==> src/volley_pkg.sv <==
`default_nettype none

package volley_pkg;

  typedef logic [9:0] pos_t;
  typedef logic signed [7:0] vel_t;
  typedef logic [3:0] score_t;

  typedef enum logic [3:0] {
    STEP_SERVE,
    STEP_VELOCITY,
    STEP_MOVE,
    STEP_CLAMP,
    STEP_DIST0,
    STEP_DIST1,
    STEP_DIST2,
    STEP_HIT,
    STEP_ROBOT,
    STEP_IDLE
  } step_e;

  typedef enum logic [1:0] {
    ZONE_NONE,
    ZONE_FRONT,
    ZONE_CENTER,
    ZONE_BACK
  } zone_e;

  // frame pacing, kept short for simulation
  localparam int SERVE_CYCLES = 40;
  localparam int FRAME_CYCLES = 200;

  // ----------------------------------------------------------------------
  // court geometry
  localparam pos_t GROUND_Y        = 10'd410;
  localparam pos_t PLAYER_GROUND_Y = 10'd401;
  localparam pos_t BALL_MIN        = 10'd27;
  localparam pos_t BALL_MAX_X      = 10'd613;
  localparam pos_t BALL_MAX_Y      = 10'd413;
  localparam pos_t NET_LO_X        = 10'd290;
  localparam pos_t NET_HI_X        = 10'd350;
  localparam pos_t NET_TOP_Y       = 10'd250;
  localparam pos_t MID_X           = 10'd330;
  localparam pos_t PLAYER_MIN_X    = 10'd361;
  localparam pos_t PLAYER_MAX_X    = 10'd602;
  localparam pos_t ROBOT_MIN_X     = 10'd39;
  localparam pos_t ROBOT_MAX_X     = 10'd281;
  localparam pos_t ROBOT_HOME_X    = 10'd120;
  localparam pos_t HALF_X          = 10'd320;

  // serve positions
  localparam pos_t PLAYER_SERVE_X = 10'd582;
  localparam pos_t ROBOT_SERVE_X  = 10'd59;
  localparam pos_t ROBOT_Y        = 10'd401;
  localparam pos_t BALL_SERVE_X   = 10'd572;
  localparam pos_t BALL_SERVE_Y   = 10'd27;

  // ----------------------------------------------------------------------
  // physics, velocities in pixels per frame
  localparam vel_t GRAVITY        = 8'sd1;
  localparam vel_t JUMP_VEL       = 8'sd21;
  localparam vel_t HIT_VEL        = 8'sd22;
  localparam vel_t SMASH_DOWN_VEL = -8'sd18;
  localparam vel_t SMASH_X_VEL    = -8'sd4;
  localparam vel_t DEFLECT_X_VEL  = 8'sd2;
  localparam int   CONTACT_R2     = 3600;
  localparam int   FRONT_DX       = 20;
  localparam int   BACK_DX        = -30;

  // position plus signed velocity, wraps in 10 bits
  function automatic pos_t pos_add(pos_t p, vel_t v);
    return p + {{2{v[7]}}, v};
  endfunction

  // y grows downward, so upward velocity is subtracted
  function automatic pos_t pos_sub(pos_t p, vel_t v);
    return p - {{2{v[7]}}, v};
  endfunction

endpackage

`default_nettype wire
==> src/volley_top.sv <==
`timescale 1ns/1ps
`default_nettype none

module volley_top import volley_pkg::*; (
  input  logic   clk,
  input  logic   reset_n,
  input  logic   btn_left_i,
  input  logic   btn_right_i,
  input  logic   btn_jump_i,
  input  logic   btn_smash_i,
  output pos_t   ball_x_o,
  output pos_t   ball_y_o,
  output pos_t   player_x_o,
  output pos_t   player_y_o,
  output pos_t   robot_x_o,
  output score_t score_left_o,
  output score_t score_right_o,
  output logic   frame_o,
  output logic   serving_o
);

  step_e step;
  logic  round_over;
  zone_e player_zone;
  zone_e robot_zone;

  // ----------------------------------------------------------------------
  // frame control
  step_sequencer u_seq (
    .clk          (clk),
    .reset_n      (reset_n),
    .round_over_i (round_over),
    .step_o       (step),
    .frame_o      (frame_o),
    .serving_o    (serving_o)
  );

  // ----------------------------------------------------------------------
  // bodies
  player_ctrl u_player (
    .clk         (clk),
    .reset_n     (reset_n),
    .step_i      (step),
    .btn_left_i  (btn_left_i),
    .btn_right_i (btn_right_i),
    .btn_jump_i  (btn_jump_i),
    .player_x_o  (player_x_o),
    .player_y_o  (player_y_o)
  );

  robot_ctrl u_robot (
    .clk       (clk),
    .reset_n   (reset_n),
    .step_i    (step),
    .ball_x_i  (ball_x_o),
    .robot_x_o (robot_x_o)
  );

  ball_physics u_ball (
    .clk           (clk),
    .reset_n       (reset_n),
    .step_i        (step),
    .btn_smash_i   (btn_smash_i),
    .player_zone_i (player_zone),
    .robot_zone_i  (robot_zone),
    .ball_x_o      (ball_x_o),
    .ball_y_o      (ball_y_o)
  );

  // ----------------------------------------------------------------------
  // contact and scoring
  contact_detect u_contact (
    .clk           (clk),
    .step_i        (step),
    .ball_x_i      (ball_x_o),
    .ball_y_i      (ball_y_o),
    .player_x_i    (player_x_o),
    .player_y_i    (player_y_o),
    .robot_x_i     (robot_x_o),
    .player_zone_o (player_zone),
    .robot_zone_o  (robot_zone)
  );

  score_keeper u_score (
    .clk           (clk),
    .reset_n       (reset_n),
    .step_i        (step),
    .ball_x_i      (ball_x_o),
    .ball_y_i      (ball_y_o),
    .score_left_o  (score_left_o),
    .score_right_o (score_right_o),
    .round_over_o  (round_over)
  );

endmodule

`default_nettype wire

==> src/score_keeper.sv <==
`timescale 1ns/1ps
`default_nettype none

module score_keeper import volley_pkg::*; (
  input  logic   clk,
  input  logic   reset_n,
  input  step_e  step_i,
  input  pos_t   ball_x_i,
  input  pos_t   ball_y_i,
  output score_t score_left_o,
  output score_t score_right_o,
  output logic   round_over_o
);

  score_t score_left_q;
  score_t score_right_q;
  logic   robot_d;
  logic   first_idle;

  always_ff @(posedge clk) begin
    if (!reset_n) begin
      score_left_q  <= '0;
      score_right_q <= '0;
      robot_d       <= 1'b0;
    end else begin
      robot_d <= (step_i == STEP_ROBOT);
      if (round_over_o) begin
        // a landing on the right half is a point for the robot
        if (ball_x_i > MID_X) begin
          score_left_q <= score_left_q + 1'b1;
        end else begin
          score_right_q <= score_right_q + 1'b1;
        end
      end
    end
  end

  assign first_idle    = (step_i == STEP_IDLE) && robot_d;
  assign round_over_o  = first_idle && (ball_y_i > GROUND_Y);
  assign score_left_o  = score_left_q;
  assign score_right_o = score_right_q;

endmodule

`default_nettype wire

==> src/contact_detect.sv <==
`timescale 1ns/1ps
`default_nettype none

module contact_detect import volley_pkg::*; (
  input  logic  clk,
  input  step_e step_i,
  input  pos_t  ball_x_i,
  input  pos_t  ball_y_i,
  input  pos_t  player_x_i,
  input  pos_t  player_y_i,
  input  pos_t  robot_x_i,
  output zone_e player_zone_o,
  output zone_e robot_zone_o
);

  // index 0 is the player, index 1 the robot
  pos_t               body_x [2];
  pos_t               body_y [2];
  logic signed [10:0] dx_q   [2];
  logic signed [10:0] dy_q   [2];
  logic [21:0]        sqx_q  [2];
  logic [21:0]        sqy_q  [2];
  logic [22:0]        sum_q  [2];

  assign body_x[0] = player_x_i;
  assign body_y[0] = player_y_i;
  assign body_x[1] = robot_x_i;
  assign body_y[1] = ROBOT_Y;

  // one pipeline stage per distance step
  always_ff @(posedge clk) begin
    for (int i = 0; i < 2; i++) begin
      if (step_i == STEP_DIST0) begin
        dx_q[i] <= $signed({1'b0, ball_x_i}) - $signed({1'b0, body_x[i]});
        dy_q[i] <= $signed({1'b0, ball_y_i}) - $signed({1'b0, body_y[i]});
      end
      if (step_i == STEP_DIST1) begin
        sqx_q[i] <= dx_q[i] * dx_q[i];
        sqy_q[i] <= dy_q[i] * dy_q[i];
      end
      if (step_i == STEP_DIST2) begin
        sum_q[i] <= sqx_q[i] + sqy_q[i];
      end
    end
  end

  // zones read the stage 2 sums, valid from STEP_HIT on
  always_comb begin
    if (sum_q[0] > CONTACT_R2) begin
      player_zone_o = ZONE_NONE;
    end else if (dx_q[0] >= FRONT_DX) begin
      player_zone_o = ZONE_FRONT;
    end else if (dx_q[0] <= BACK_DX) begin
      player_zone_o = ZONE_BACK;
    end else begin
      player_zone_o = ZONE_CENTER;
    end
    if (sum_q[1] > CONTACT_R2) begin
      robot_zone_o = ZONE_NONE;
    end else begin
      robot_zone_o = (dx_q[1] >= 0) ? ZONE_FRONT : ZONE_BACK;
    end
  end

endmodule

`default_nettype wire

==> src/ball_physics.sv <==
`timescale 1ns/1ps
`default_nettype none

module ball_physics import volley_pkg::*; (
  input  logic  clk,
  input  logic  reset_n,
  input  step_e step_i,
  input  logic  btn_smash_i,
  input  zone_e player_zone_i,
  input  zone_e robot_zone_i,
  output pos_t  ball_x_o,
  output pos_t  ball_y_o
);

  pos_t x_q;
  pos_t y_q;
  vel_t vel_x;
  vel_t vel_y;
  logic in_net;
  logic toward_net;

  assign in_net = (x_q >= NET_LO_X) && (x_q <= NET_HI_X) && (y_q > NET_TOP_Y);

  // only bounce off the net when moving into it, so the ball can leave
  assign toward_net = (x_q < HALF_X) ? (vel_x > 0) : (vel_x < 0);

  always_ff @(posedge clk) begin
    if (!reset_n || step_i == STEP_SERVE) begin
      x_q   <= BALL_SERVE_X;
      y_q   <= BALL_SERVE_Y;
      vel_x <= '0;
      vel_y <= '0;
    end else begin
      case (step_i)
        STEP_VELOCITY: vel_y <= vel_y - GRAVITY;
        STEP_MOVE: begin
          x_q <= pos_add(x_q, vel_x);
          y_q <= pos_sub(y_q, vel_y);
        end
        // ------------------------------------------------------------------
        // court clamp and rebounds
        STEP_CLAMP: begin
          if (x_q > BALL_MAX_X) begin
            x_q   <= BALL_MAX_X;
            vel_x <= -vel_x;
          end else if (x_q < BALL_MIN) begin
            x_q   <= BALL_MIN;
            vel_x <= -vel_x;
          end else if (in_net && toward_net) begin
            vel_x <= -vel_x;
          end
          if (y_q > BALL_MAX_Y) begin
            y_q   <= BALL_MAX_Y;
            vel_y <= -vel_y;
          end else if (y_q < BALL_MIN) begin
            y_q   <= BALL_MIN;
            vel_y <= -vel_y;
          end else if (in_net && vel_y < 0) begin
            // falling onto the net top
            vel_y <= -vel_y;
          end
        end
        // ------------------------------------------------------------------
        // hit response, robot contact overrides the player
        STEP_HIT: begin
          if (robot_zone_i == ZONE_FRONT) begin
            vel_y <= HIT_VEL;
            vel_x <= DEFLECT_X_VEL;
          end else if (robot_zone_i == ZONE_BACK) begin
            vel_y <= HIT_VEL;
            vel_x <= -DEFLECT_X_VEL;
          end else begin
            case (player_zone_i)
              ZONE_CENTER: begin
                vel_y <= HIT_VEL;
                vel_x <= btn_smash_i ? SMASH_X_VEL : '0;
              end
              ZONE_FRONT: begin
                vel_y <= btn_smash_i ? SMASH_DOWN_VEL : HIT_VEL;
                vel_x <= btn_smash_i ? SMASH_X_VEL : DEFLECT_X_VEL;
              end
              ZONE_BACK: begin
                vel_y <= btn_smash_i ? SMASH_DOWN_VEL : HIT_VEL;
                vel_x <= btn_smash_i ? SMASH_X_VEL : -DEFLECT_X_VEL;
              end
              default: ;
            endcase
          end
        end
        default: ;
      endcase
    end
  end

  assign ball_x_o = x_q;
  assign ball_y_o = y_q;

endmodule

`default_nettype wire

==> src/robot_ctrl.sv <==
`timescale 1ns/1ps
`default_nettype none

module robot_ctrl import volley_pkg::*; (
  input  logic  clk,
  input  logic  reset_n,
  input  step_e step_i,
  input  pos_t  ball_x_i,
  output pos_t  robot_x_o
);

  pos_t x_q;
  vel_t vel_x;
  pos_t target_x;

  // chase the ball on our side, otherwise walk back home
  assign target_x = (ball_x_i < HALF_X) ? ball_x_i : ROBOT_HOME_X;

  always_ff @(posedge clk) begin
    if (!reset_n || step_i == STEP_SERVE) begin
      x_q   <= ROBOT_SERVE_X;
      vel_x <= '0;
    end else begin
      case (step_i)
        STEP_ROBOT: begin
          if (target_x > x_q) begin
            vel_x <= 8'sd1;
          end else if (target_x < x_q) begin
            vel_x <= -8'sd1;
          end else begin
            vel_x <= '0;
          end
        end
        STEP_MOVE: x_q <= pos_add(x_q, vel_x);
        STEP_CLAMP: begin
          if (x_q > ROBOT_MAX_X) begin
            x_q <= ROBOT_MAX_X;
          end else if (x_q < ROBOT_MIN_X) begin
            x_q <= ROBOT_MIN_X;
          end
        end
        default: ;
      endcase
    end
  end

  assign robot_x_o = x_q;

endmodule

`default_nettype wire

==> src/player_ctrl.sv <==
`timescale 1ns/1ps
`default_nettype none

module player_ctrl import volley_pkg::*; (
  input  logic  clk,
  input  logic  reset_n,
  input  step_e step_i,
  input  logic  btn_left_i,
  input  logic  btn_right_i,
  input  logic  btn_jump_i,
  output pos_t  player_x_o,
  output pos_t  player_y_o
);

  pos_t x_q;
  pos_t y_q;
  vel_t vel_x;
  vel_t vel_y;
  logic on_ground;

  assign on_ground = (y_q == PLAYER_GROUND_Y);

  always_ff @(posedge clk) begin
    if (!reset_n || step_i == STEP_SERVE) begin
      x_q   <= PLAYER_SERVE_X;
      y_q   <= PLAYER_GROUND_Y;
      vel_x <= '0;
      vel_y <= '0;
    end else begin
      case (step_i)
        STEP_VELOCITY: begin
          // right wins when both are held
          if (btn_right_i) begin
            vel_x <= 8'sd1;
          end else if (btn_left_i) begin
            vel_x <= -8'sd1;
          end else begin
            vel_x <= '0;
          end
          if (on_ground) begin
            vel_y <= btn_jump_i ? JUMP_VEL : '0;
          end else if (vel_y > -JUMP_VEL) begin
            vel_y <= vel_y - GRAVITY;
          end
        end
        STEP_MOVE: begin
          x_q <= pos_add(x_q, vel_x);
          y_q <= pos_sub(y_q, vel_y);
        end
        STEP_CLAMP: begin
          // keep to the right half of the court
          if (x_q > PLAYER_MAX_X) begin
            x_q <= PLAYER_MAX_X;
          end else if (x_q < PLAYER_MIN_X) begin
            x_q <= PLAYER_MIN_X;
          end
          if (y_q > PLAYER_GROUND_Y) begin
            y_q <= PLAYER_GROUND_Y;
          end
        end
        default: ;
      endcase
    end
  end

  assign player_x_o = x_q;
  assign player_y_o = y_q;

endmodule

`default_nettype wire

==> src/step_sequencer.sv <==
`timescale 1ns/1ps
`default_nettype none

module step_sequencer import volley_pkg::*; (
  input  logic  clk,
  input  logic  reset_n,
  input  logic  round_over_i,
  output step_e step_o,
  output logic  frame_o,
  output logic  serving_o
);

  step_e                           step_q;
  logic [$clog2(SERVE_CYCLES)-1:0] serve_cnt;
  logic [$clog2(FRAME_CYCLES)-1:0] frame_cnt;
  logic                            round_pend;
  logic                            frame_q;

  always_ff @(posedge clk) begin
    if (!reset_n) begin
      step_q     <= STEP_SERVE;
      serve_cnt  <= '0;
      frame_cnt  <= '0;
      round_pend <= 1'b0;
      frame_q    <= 1'b0;
    end else begin
      // the step after STEP_ROBOT is always the first idle cycle
      frame_q <= (step_q == STEP_ROBOT);
      case (step_q)
        STEP_SERVE: begin
          frame_cnt  <= '0;
          round_pend <= 1'b0;
          if (serve_cnt == SERVE_CYCLES - 1) begin
            serve_cnt <= '0;
            step_q    <= STEP_VELOCITY;
          end else begin
            serve_cnt <= serve_cnt + 1'b1;
          end
        end
        STEP_IDLE: begin
          if (round_over_i) begin
            round_pend <= 1'b1;
          end
          // wait out the rest of the frame
          if (frame_cnt == FRAME_CYCLES - 1) begin
            frame_cnt <= '0;
            step_q    <= (round_pend || round_over_i) ? STEP_SERVE : STEP_VELOCITY;
          end else begin
            frame_cnt <= frame_cnt + 1'b1;
          end
        end
        default: begin
          // single-cycle steps run in enum order
          frame_cnt <= frame_cnt + 1'b1;
          step_q    <= step_e'(step_q + 1'b1);
        end
      endcase
    end
  end

  assign step_o    = step_q;
  assign frame_o   = frame_q;
  assign serving_o = (step_q == STEP_SERVE);

endmodule

`default_nettype wire

==> config.mk <==
export PLATFORM = sky130hd
export DESIGN_NAME = volley_top
export DESIGN_NICKNAME = d
export VERILOG_FILES = /design/src/volley_pkg.sv /design/src/volley_top.sv /design/src/score_keeper.sv /design/src/contact_detect.sv /design/src/ball_physics.sv /design/src/robot_ctrl.sv /design/src/player_ctrl.sv /design/src/step_sequencer.sv
export SDC_FILE = /design/constraint.sdc
export NUM_CORES = 2
export LEC_CHECK = 0
export BUFFER_PORTS_ARGS = -buffer_cell sky130_fd_sc_hd__clkbuf_2
export CAP_MARGIN = 15
export CELL_PAD_IN_SITES_DETAIL_PLACEMENT = 0
export CELL_PAD_IN_SITES_GLOBAL_PLACEMENT = 1
export CORE_MARGIN = 4
export CORE_UTILIZATION = 56
export DETAILED_ROUTE_END_ITERATION = 10
export PLACE_DENSITY = 0.9
export RECOVER_POWER = 50
export SLEW_MARGIN = 40
export SYNTH_ARGS = -nofsm -noshare
export SYNTH_HDL_FRONTEND = slang
export SYNTH_SLANG_ARGS = --single-unit
==> constraint.sdc <==
create_clock -name clk -period 13.8 [get_ports clk]
set_input_delay 0.69 -clock clk [delete_from_list [all_inputs] [get_ports clk]]
set_output_delay 0.69 -clock clk [all_outputs]
set_load 0.05 [all_outputs]
==> flow_metrics.env <==
export IMPL_timing_fmax_ghz=0.164
export IMPL_postCtsHoldBufs=0
export IMPL_cts_buffers=35
export IMPL_clk_pin_slew_worst_paths_ns=0.06
export IMPL_cts_sinks=279
export IMPL_yosysTopAreaCell="fa_1"
export IMPL_synth_flop_cell="edfxtp_1"
export IMPL_die_area_sq_mm=0.0619
export IMPL_tightest_slew_ns=3.38
export IMPL_yosysWarnings=0
export IMPL_crit_required_ns=14.09
export IMPL_synth_top_area_share_pct=25.9
export IMPL_synthCells=3428
export IMPL_synthDistinctLibCells=87
export IMPL_path_class="reg -> reg"
export IMPL_start_util_pct=56.4
export IMPL_die_w_um=249
export IMPL_placed_area_sq_mm=0.0335
export IMPL_htreeDepth=2
export IMPL_coreArea_sq_mm=0.0576
export IMPL_grt_pass1_wl_um=115000
export IMPL_vdd_drop_max_mv=0.0948
export IMPL_nets=4211
export IMPL_netlist_top_cells_area="fa_1, edfxtp_1, ha_1, inv_1, dfxtp_1"
export IMPL_grt_pass1_vias=23709
export IMPL_cp_data_arrival_time_ns=6.38
export IMPL_first_iter_violations=1371
export IMPL_outcome="complete, but fails checks"
export IMPL_post_cts_setup_buffers=0
export IMPL_syn_num_nets=4182
export IMPL_grt_setup_unrepaired="false"
export IMPL_synth_common_cells="inv_1, fa_1, ha_1"
export IMPL_clock_path_buffers=3
export IMPL_final_antenna_net_count=0
export IMPL_slew_headroom_pct=-125
export IMPL_fin_crit_ns=6.08
export IMPL_grt_overflow=0
export IMPL_grt_max_degree=61
export IMPL_hold_ws_ns=0.447
export IMPL_post_route_period_util_pct=44.1
export IMPL_cts_tree="built"
export IMPL_viasPerCell=5.35
export IMPL_hp_class="reg -> reg"
export IMPL_synth_seq_area_share_pct=22.6
export IMPL_synthArstFlopShare_pct=0
export IMPL_ys_ff_latch=279
export IMPL_finalClockSkew_ns=0.0355
export IMPL_syn_area_sq_mm=0.0325
export IMPL_fp_dieH_um=249
export IMPL_path_max_fanout=20
export IMPL_cp_end_kind="flop"
export IMPL_num_rows=88
export IMPL_hold_viol=0
export IMPL_critPathLaunchType="flop"
export IMPL_drive_above_1_share_pct=3.39
export IMPL_n_antenna_cell=0
export IMPL_finalSetupViolations=0
export IMPL_fin_util_pct=60.1
export IMPL_yosysMostFrequentCell="inv_1"
export IMPL_drt_pass1_iterations=5
export IMPL_gp_congestion=0.867
export IMPL_max_cap_viol_count=5
export IMPL_port_buffers=65
export IMPL_vias=22719
export IMPL_avgSynthCellArea_sq_um=9.47
export IMPL_area_growth_pct=6.55
export IMPL_cts_resized=0
export IMPL_cellPowerDensity_mw_per_mm2=55.8
export IMPL_wire_per_inst_um=15.8
export IMPL_place_hpwl_um=54300
export IMPL_totalPowerFinal_mw=1.93
export IMPL_power_leakage_nw=16.1
export IMPL_synth_edf_count=174
export IMPL_final_setup_tns_ns=0
export IMPL_cts_root_buf="clkbuf_16"
export IMPL_wl_met2_um=33500
export IMPL_grt_total_usage_pct=22.3
export IMPL_antenna_found_initial=1
export IMPL_fin_area_sq_mm=0.0346
export IMPL_highest_layer="met5"
export IMPL_m1WireLength_um=29000
export IMPL_drv_slew=200
export IMPL_routed_wl_um=67200
export IMPL_dr_wl_met3_um=2810
export IMPL_drc=0
export IMPL_failed_checks="max-capacitance violations, max-slew violations"
export IMPL_clk_latency_ns=0.56
export IMPL_ios=66
-- cell type report --
cell class                 instances  area, sq um
clock inverter                    21          241
inverter                         722         2710
fill                            4947        23000
tap                              765          957
multi-input combinational       2347        22100
sequential                       279         7330
timing repair buffer              72          303
clock buffer                      43          968
-- cells by family (layout without fill, tap and decap cells) --
logic type / Yosys count / count (layout) / share of synthesized area (%)
buf+inv: 802 / 858 / 9.37
flops: 279 / 279 / 22.6
xor+xnor: 219 / 219 / 5.91
mux: 11 / 11 / 0.343
fa+ha+maj: 748 / 748 / 38.5
simple gates: 845 / 845 / 12.7
compound gates: 523 / 523 / 10.5
other cells: 1 / 1 / 0.0115
-- layout by cell type (no fill, tap or decap), types with 13 or more instances in the layout --
cell,count
nand4_1,18
a21o_1,49
o21ai_0,118
nand2_1,236
o21bai_1,16
edfxtp_1,174
inv_1,720
nor2b_1,58
a21oi_1,141
clkbuf_16,37
a22oi_1,13
nor2_1,202
nand2b_1,36
a31oi_1,14
o21a_1,35
and2_1,96
nor3_1,52
nand3_1,47
or3_1,16
a211oi_1,17
clkbuf_1,60
xnor2_1,150
and3_1,20
fa_1,420
ha_1,328
dfxtp_1,105
nor4_1,17
xor2_1,69
-- layer usage --
layer	vias up	global-route usage [%]
met5	-	0
met2	367	39.2
met1	11126	29.2
met3	95	3.02
met4	2	6.12
li1	11129	-
-- critical path: stages (launching register included) --
cell	delay [ns]
edfxtp_1	0.66
inv_1	0.38
nor2_1	0.11
fa_1	0.77
inv_1	0.11
fa_1	0.51
inv_1	0.04
fa_1	0.47
fa_1	0.55
inv_1	0.06
fa_1	0.53
inv_1	0.04
ha_1	0.33
and4_1	0.26
nand2_1	0.11
nor2_1	0.05
a21oi_1	0.21
a31oi_1	0.17
a21o_1	0.21
a21oi_1	0.17
xor2_1	0.08
-- power by group --
part	leakage, nW	switching, mW	internal (mW)
Clock	0.578	0.391	0.581
Sequential	2.45	0.00455	0.880
Combinational	13.1	0.0540	0.0218
-- registers in the layout, indices dropped and copies added, names as in the netlist, 22 cells and up --
signal           flops
u_contact.sum_q     46
u_contact.dx_q      22
u_contact.dy_q      22
u_contact.sqy_q     42
u_contact.sqx_q     42
-- final timing paths --
check / endpoint / slack (ns) / depth (start not counted) / start
max: u_contact.sqx_q[0][21]$_DFFE_PN_ / 7.72 / 20 / u_contact.dx_q[0][10]$_DFFE_PN_
min: u_seq.frame_cnt[0]$_SDFF_PN0_ / 0.45 / 1 / u_seq.frame_cnt[0]$_SDFF_PN0_
max reg2reg: u_contact.sqx_q[0][21]$_DFFE_PN_ / 7.72 / 20 / u_contact.dx_q[0][10]$_DFFE_PN_
min reg2reg: u_seq.frame_cnt[0]$_SDFF_PN0_ / 0.45 / 1 / u_seq.frame_cnt[0]$_SDFF_PN0_
-- through the flow --
step                instances  setup WS [ns]
floorplan                3428           8.23
global placement         4185           7.88
detailed placement       4185           7.72
CTS                      4249           7.71
global route             4249           7.31
finish                   4249           7.72
(Power assumes the default switching activity.)
